[config.mk]
export PLATFORM = sky130hd
export DESIGN_NAME = writeback_top
export DESIGN_NICKNAME = d
export VERILOG_FILES = /design/src/design/rv_isa_pkg.sv /design/src/design/core_pkg.sv /design/src/design/load_align.sv /design/src/design/load_cmd_queue.sv /design/src/design/writeback_arbiter.sv /design/src/design/reg_file.sv /design/src/design/writeback_top.sv
export SDC_FILE = /design/constraint.sdc
export NUM_CORES = 2
export LEC_CHECK = 0
export BUFFER_PORTS_ARGS = -buffer_cell sky130_fd_sc_hd__buf_2
export CAP_MARGIN = 20
export CELL_PAD_IN_SITES_DETAIL_PLACEMENT = 1
export CELL_PAD_IN_SITES_GLOBAL_PLACEMENT = 1
export CORE_UTILIZATION = 50
export DETAILED_ROUTE_END_ITERATION = 10
export PLACE_DENSITY_LB_ADDON = 0.1
export SLEW_MARGIN = 0
export SYNTH_ARGS = -nofsm -noshare
export SYNTH_HDL_FRONTEND = slang
export SYNTH_HIERARCHICAL = 1
export SYNTH_SLANG_ARGS = --single-unit
[constraint.sdc]
create_clock -name clk -period 8.4 [get_ports clk]
set_input_delay 1.26 -clock clk [delete_from_list [all_inputs] [get_ports clk]]
set_output_delay 1.26 -clock clk [all_outputs]
set_load 0.05 [all_outputs]
[src/design/rv_isa_pkg.sv]
package rv_isa_pkg;

    localparam int xlen       = 32;  // Data word width
    localparam int reg_addr_w = 5;   // 32 architectural registers
    localparam int byte_w     = 8;
    localparam int half_w     = 16;

    localparam int bytes_per_word = xlen / byte_w;
    localparam int halves_per_word = xlen / half_w;

    // Load op encoding taken straight from funct3
    typedef enum logic [2:0] {
        lb  = 3'b000,  // Signed byte
        lh  = 3'b001,  // Signed halfword
        lw  = 3'b010,  // Full word
        lbu = 3'b100,  // Unsigned byte
        lhu = 3'b101   // Unsigned halfword
    } load_op_t;

endpackage

[src/design/core_pkg.sv]
package core_pkg;

    import rv_isa_pkg::*;

    localparam int load_queue_depth = 4;  // Outstanding load commands

    // One register writeback, as produced by any source
    typedef struct packed {
        logic [reg_addr_w-1:0] addr;         // Destination register
        logic [xlen-1:0]       value;
        logic                  speculative;
    } core_result_t;

    // Load command issued at the memory stage
    typedef struct packed {
        logic [reg_addr_w-1:0] addr;    // Destination register
        logic [1:0]            offset;  // Byte offset inside the word
        load_op_t              op;
    } load_cmd_t;

    // Memory data word, split for sub-word loads
    typedef union packed {
        logic [bytes_per_word-1:0][byte_w-1:0]  bytes;
        logic [halves_per_word-1:0][half_w-1:0] halves;
    } mem_word_u;

endpackage

[src/design/load_align.sv]
module load_align (
    input  core_pkg::load_cmd_t    cmd,
    input  core_pkg::mem_word_u    data,
    output core_pkg::core_result_t result
);

    import rv_isa_pkg::*;
    import core_pkg::*;

    logic [byte_w-1:0] byte_sel;  // Addressed byte
    logic [half_w-1:0] half_sel;  // Addressed halfword
    logic [xlen-1:0]   value;

    always_comb begin
        byte_sel = data.bytes[cmd.offset];
        half_sel = data.halves[cmd.offset[1]];  // Bit 0 ignored for halfwords
    end

    always_comb begin
        case (cmd.op)
            lb: begin
                value = {{(xlen - byte_w){byte_sel[byte_w-1]}}, byte_sel};
            end
            lbu: begin
                value = {{(xlen - byte_w){1'b0}}, byte_sel};
            end
            lh: begin
                value = {{(xlen - half_w){half_sel[half_w-1]}}, half_sel};
            end
            lhu: begin
                value = {{(xlen - half_w){1'b0}}, half_sel};
            end
            default: begin
                value = data.bytes;  // lw, whole word
            end
        endcase
    end

    always_comb begin
        result.addr        = cmd.addr;
        result.value       = value;
        result.speculative = 1'b0;  // Loads are never speculative here
    end

endmodule

[src/design/load_cmd_queue.sv]
module load_cmd_queue (
    input  logic                clk,
    input  logic                rst,
    input  logic                push_valid,
    output logic                push_ready,
    input  core_pkg::load_cmd_t push_cmd,
    output logic                head_valid,
    output core_pkg::load_cmd_t head,
    input  logic                pop
);

    import core_pkg::*;

    localparam int ptr_w = $clog2(load_queue_depth);

    load_cmd_t entries [load_queue_depth];

    logic [ptr_w-1:0] wr_ptr;
    logic [ptr_w-1:0] rd_ptr;
    logic [ptr_w:0]   count;     // One extra bit to tell full from empty
    logic             full;
    logic             push_fire;
    logic             pop_fire;

    always_comb begin
        full       = (count == (ptr_w + 1)'(load_queue_depth));
        head_valid = (count != '0);
        head       = entries[rd_ptr];
        push_ready = !full || pop;  // A pop frees the slot in the same cycle
        push_fire  = push_valid && push_ready;
        pop_fire   = pop && head_valid;
    end

    // Storage, no reset needed on entries
    always_ff @(posedge clk) begin
        if (push_fire) begin
            entries[wr_ptr] <= push_cmd;
        end
    end

    always_ff @(posedge clk) begin
        if (rst) begin
            wr_ptr <= '0;
            rd_ptr <= '0;
            count  <= '0;
        end else begin
            if (push_fire) begin
                wr_ptr <= wr_ptr + 1'b1;  // Wraps at depth, power of two
            end
            if (pop_fire) begin
                rd_ptr <= rd_ptr + 1'b1;
            end
            case ({push_fire, pop_fire})
                2'b10: count <= count + 1'b1;
                2'b01: count <= count - 1'b1;
                default: count <= count;  // Both or neither
            endcase
        end
    end

endmodule

[src/design/writeback_arbiter.sv]
module writeback_arbiter (
    input  logic                   clk,
    input  logic                   rst,
    input  logic                   exec_valid,
    output logic                   exec_ready,
    input  core_pkg::core_result_t exec_result,
    input  logic                   sys_valid,
    output logic                   sys_ready,
    input  core_pkg::core_result_t sys_result,
    input  logic                   load_valid,
    input  core_pkg::core_result_t load_result,
    output logic                   load_take,
    output logic                   wb_valid,
    input  logic                   wb_ready,
    output core_pkg::core_result_t wb_result
);

    import core_pkg::*;

    // Priority states double as candidate bit positions
    typedef enum logic [1:0] {
        prio_exec = 2'd0,
        prio_load = 2'd1,
        prio_sys  = 2'd2
    } prio_t;

    prio_t        prio_q;
    prio_t        prio_next;
    logic         accept;   // Output register can take a result
    logic [2:0]   cand;     // Candidate valids by source
    logic [2:0]   grant;    // One-hot winner
    logic         fire;     // Transfer into the output register
    core_result_t winner;

    // First requester in cyclic order from the priority holder
    function automatic logic [2:0] pick(input logic [2:0] req, input prio_t start);
        logic [2:0]  gnt;
        logic        found;
        int unsigned idx;
        gnt   = '0;
        found = 1'b0;
        for (int i = 0; i < 3; i++) begin
            idx = (int'(start) + i) % 3;
            if (!found && req[idx]) begin
                gnt[idx] = 1'b1;
                found    = 1'b1;
            end
        end
        return gnt;
    endfunction

    always_comb begin
        case (prio_q)
            prio_exec: prio_next = prio_load;
            prio_load: prio_next = prio_sys;
            default:   prio_next = prio_exec;
        endcase
    end

    always_comb begin
        accept = !wb_valid || wb_ready;

        cand            = '0;
        cand[prio_exec] = exec_valid;
        cand[prio_load] = load_valid;
        cand[prio_sys]  = sys_valid;

        grant = accept ? pick(cand, prio_q) : 3'b000;
        fire  = |grant;

        exec_ready = grant[prio_exec];
        load_take  = grant[prio_load];  // Pops queue and memory together
        sys_ready  = grant[prio_sys];
    end

    always_comb begin
        if (grant[prio_load]) begin
            winner             = load_result;
            winner.speculative = 1'b0;
        end else if (grant[prio_sys]) begin
            winner = sys_result;
        end else begin
            winner = exec_result;  // Also the idle default
        end
    end

    always_ff @(posedge clk) begin
        if (rst) begin
            prio_q   <= prio_exec;
            wb_valid <= 1'b0;
        end else begin
            if (fire) begin
                prio_q <= prio_next;  // Advance on every accepted input
            end
            if (fire) begin
                wb_valid <= 1'b1;
            end else if (wb_ready) begin
                wb_valid <= 1'b0;  // Drained with nothing new
            end
        end
    end

    // Output payload
    always_ff @(posedge clk) begin
        if (fire) begin
            wb_result <= winner;
        end
    end

endmodule

[src/design/reg_file.sv]
module reg_file (
    input  logic                               clk,
    input  logic                               rst,
    input  logic                               wr_valid,
    input  core_pkg::core_result_t             wr,
    input  logic [rv_isa_pkg::reg_addr_w-1:0]  rs1_addr,
    input  logic [rv_isa_pkg::reg_addr_w-1:0]  rs2_addr,
    output logic [rv_isa_pkg::xlen-1:0]        rs1_data,
    output logic [rv_isa_pkg::xlen-1:0]        rs2_data
);

    import rv_isa_pkg::*;
    import core_pkg::*;

    localparam int num_regs = 2 ** reg_addr_w;

    logic [xlen-1:0] regs [1:num_regs-1];  // x0 has no storage

    always_ff @(posedge clk) begin
        if (rst) begin
            for (int i = 1; i < num_regs; i++) begin
                regs[i] <= '0;
            end
        end else if (wr_valid && (wr.addr != '0)) begin
            regs[wr.addr] <= wr.value;  // Writes to x0 dropped
        end
    end

    // Combinational read ports for decode
    always_comb begin
        if (rs1_addr == '0) begin
            rs1_data = '0;
        end else begin
            rs1_data = regs[rs1_addr];
        end

        if (rs2_addr == '0) begin
            rs2_data = '0;
        end else begin
            rs2_data = regs[rs2_addr];
        end
    end

endmodule

[src/design/writeback_top.sv]
module writeback_top (
    input  logic                              clk,
    input  logic                              rst,
    input  logic                              exec_valid,
    output logic                              exec_ready,
    input  core_pkg::core_result_t            exec_result,
    input  logic                              sys_valid,
    output logic                              sys_ready,
    input  core_pkg::core_result_t            sys_result,
    input  logic                              load_cmd_valid,
    output logic                              load_cmd_ready,
    input  core_pkg::load_cmd_t               load_cmd,
    input  logic                              mem_valid,
    output logic                              mem_ready,
    input  core_pkg::mem_word_u               mem_data,
    output logic                              wb_valid,
    input  logic                              wb_ready,
    output core_pkg::core_result_t            wb_result,
    input  logic [rv_isa_pkg::reg_addr_w-1:0] rs1_addr,
    output logic [rv_isa_pkg::xlen-1:0]       rs1_data,
    input  logic [rv_isa_pkg::reg_addr_w-1:0] rs2_addr,
    output logic [rv_isa_pkg::xlen-1:0]       rs2_data
);

    import core_pkg::*;

    logic         head_valid;
    load_cmd_t    head;
    core_result_t load_result;
    logic         load_valid;  // Command and data both present
    logic         wb_fire;

    assign load_valid = head_valid && mem_valid;
    assign wb_fire    = wb_valid && wb_ready;

    load_cmd_queue u_queue (
        .clk        (clk),
        .rst        (rst),
        .push_valid (load_cmd_valid),
        .push_ready (load_cmd_ready),
        .push_cmd   (load_cmd),
        .head_valid (head_valid),
        .head       (head),
        .pop        (mem_ready)  // Same pulse as load_take
    );

    load_align u_align (
        .cmd    (head),
        .data   (mem_data),
        .result (load_result)
    );

    writeback_arbiter u_arbiter (
        .clk         (clk),
        .rst         (rst),
        .exec_valid  (exec_valid),
        .exec_ready  (exec_ready),
        .exec_result (exec_result),
        .sys_valid   (sys_valid),
        .sys_ready   (sys_ready),
        .sys_result  (sys_result),
        .load_valid  (load_valid),
        .load_result (load_result),
        .load_take   (mem_ready),
        .wb_valid    (wb_valid),
        .wb_ready    (wb_ready),
        .wb_result   (wb_result)
    );

    reg_file u_regs (
        .clk      (clk),
        .rst      (rst),
        .wr_valid (wb_fire),
        .wr       (wb_result),
        .rs1_addr (rs1_addr),
        .rs2_addr (rs2_addr),
        .rs1_data (rs1_data),
        .rs2_data (rs2_data)
    );

endmodule

==> results.md <==
| Item | This run | Unit |
|---|---|---|
| Height of the die | 346 | um |
| Class of the most critical hold timing path | register to register | - |
| Setup clock skew after layout | 0.0212 | ns |
| Cell row count | 125 | - |
| Cell Pwr Density | 252 | nW/um2 |
| Crit start category | input pin | - |
| Area of the mapped netlist | 59300 | um2 |
| Origin of the critical flop-to-flop path | u_queue/count[1] | - |
| Final routed DRC violation total | 0 | - |
| Clock network power share | 33.2 | % |
| Total wire length | 209000 | um |
| Final Setup Violations | 0 | - |
| Switch share | 33.9 | % |
| Worst reg2reg endpoint | u_queue/count[2] | - |
| FF-to-FF path depth | 14 | - |
| RSZ-0062 raised after global routing | no | - |
| Clk Latency, worst-skew pair | 0.75 | ns |
| Net load switching power | 5.64 | mW |
| Root cell of the clock tree | clkbuf_16 | - |
| Register clock-pin slew on the reported worst setup and hold paths | 0.06 | ns |
| Floorplan core area | 117000 | um2 |
| Number of global-route vias before repair | 40392 | - |
| Starting density of the core | 50.7 | % |
| Source of the critical timing path | rs1_addr[2] | - |
| GR met2 Demand/Resource | 56.5 | % |
| Relative contribution of combinational cells to total power | 25.0 | % |
| Run status | finished, final reports clean | - |
| Final setup TNS | 0 | ns |
| Met3 global-route usage | 5.39 | % |
| Global router's overall resource usage | 34.9 | % |
| Antenna violations before repair | 17 | - |
| Num Clock Sinks | 1114 | - |
| Number of buffers added by the clock tree synthesis step | 131 | - |
| Final period demand of the worst path | 6.32 | ns |
| Max capacitance violation total | 0 | - |
| First-pass iteration count of the detailed router | 6 | - |
| Endpoint required time on the critical path | 7.14 | ns |
| Number of hold-repair buffers added at the cts stage | 0 | - |
| Final-stage net count | 4231 | - |
| Top library cells by usage in the layout, fill and taps aside | 1102 x edfxtp_1, 997 x and2_1, 483 x mux4_2, 235 x buf_2, 196 x mux2i_1 | - |
| Cells after DPL | 5476 | - |
| Worst Hold End | u_arbiter/prio_q[1] | - |
| Max-slew headroom | 23.7 | % |
| CTS HTree Levels | 4 | - |
| Critical path fanouts, max | 50 | - |
| Crit path capture type | output port | - |
| Hpwl dp | 126000 | um |
| Post-CTS setup repair buffer count | 0 | - |
| Arrival time worst endpoint | 5.06 | ns |
| Flop pwr share | 41.8 | % |
| Number of slew-limit violations in the final report | 0 | - |
| Maximum resistive drop on vdd | 0.437 | mV |
| Wire length of the first global-routing pass | 295000 | um |
| GR met1 Demand/Resource | 47.1 | % |
| Synthesis-to-layout area growth | 11.5 | % |
| Detail-routed net length per standard cell | 36.7 | um |
| Post-route fraction of the period consumed by the critical path | 75.3 | % |
| Fraction of final layout cells with drive strength greater than 1 | 28.0 | % |
| Most common library cell in the layout ignoring fill and taps | edfxtp_1 | - |
| Number of gates given a new drive strength after cts | 0 | - |
| Pin count of the biggest net entering global routing | 98 | - |
| Cells after Synth | 3944 | - |
| Die area | 120000 | um2 |
| Worst Setup Path Type | input pin to output port | - |
| Internal Dissipation | 11.0 | mW |
| Worst R2R Setup Slack | 3.93 | ns |
| Non-filler cells in the finished layout | 5709 | - |
| Final-report hold violation count | 0 | - |
| First-iteration detailed-routing DRC count | 4354 | - |
| DR vias | 38825 | - |
| Number of buffers inserted by port buffering | 241 | - |
| Antenna-violating nets left | 0 | - |
| Vias/cell | 6.80 | - |
| Die width | 346 | um |
| Leakage power | 24.0 | nW |
| Origin of the worst min-delay path | u_arbiter/prio_q[1] | - |
| Timing-limited maximum frequency | 158 | MHz |
| Total gr overflow | 0 | - |
| Ys Warns | 6 | - |
| CTS tree | yes | - |
| Most used routing layer in global routing | met2 | - |
| Slew at the pin with the worst max-slew slack | 1.14 | ns |
| Final RePlAce weighted congestion | 0.909 | - |
| Hold Path Stages | 2 | - |
| I/O Pins | 242 | - |
| Mean instance size in the synthesized netlist | 15.0 | um2 |
| Bufs on Longest Clock Path | 3 | - |
## worst max-delay path, cell delays in order
cell and delay (ns):
buf_6 0.46, buf_4 0.54, nor2b_4 0.88, buf_4 0.43, a2111oi_1 0.18, nor3_1 0.81, buf_2 0.41
## cell type report
type	instances	area [um2]
fillers	10843	50700
flip-flops and latches	1114	33300
multi-input cells	2429	24200
clock buffers	163	3490
repair buffers	392	2490
well taps	1524	1910
clock inverters	68	582
inverters	17	63.8
diodes	2	5.00
## worst max path at each step
stage / to / slack [ns] / cells after the start
global route: rs1_data[11] / 2.19 / 7
global placement: rs1_data[3] / 1.72 / 7
CTS: rs1_data[12] / 2.29 / 7
detailed placement: rs1_data[12] / 2.33 / 7
floorplan: rs1_data[30] / 2.55 / 6
finish: rs1_data[12] / 2.08 / 7
## stage by stage
stage                     utilization (%)  worst slack (ns)  area, um2  hold slack, ns  power, mW
after floorplan                         -              2.55      59400           0.483       9.52
after global placement               53.0              1.72      62000           0.505       11.1
after detailed placement             53.1              2.33      62000           0.515       11.2
after CTS                            56.6              2.29      66100           0.525       16.7
after global routing                 56.6              2.19      66100           0.545       17.1
final                                56.6              2.08      66100           0.521       16.6
## power by group through the flow
stage	combinational [mW]	sequential, mW	clock, mW
floorplan	2.22	7.30	0
global placement	4.04	7.05	0
detailed placement	4.13	7.06	0
CTS	4.14	6.95	5.58
global route	4.31	6.99	5.77
finish	4.15	6.95	5.52
## metal layers
metal  wire length (um)  share of wire [%]
met3              18800                9.0
met2             101000                 48
met1              80700                 39
met5                 11             0.0053
met4               9350                4.5
## flip-flops by register name (all words and copies together) (netlist names), named ones only
| name | count |
|---|---|
| u_queue/rd_ptr | 2 |
| u_queue/entries | 40 |
| u_arbiter/prio_q | 2 |
| u_queue/count | 3 |
| u_queue/wr_ptr | 2 |
| u_arbiter/wb_valid | 1 |
| u_regs/regs | 1024 |
| u_arbiter/wb_result | 38 |
Note: power is estimated with default switching activity, not from simulation.
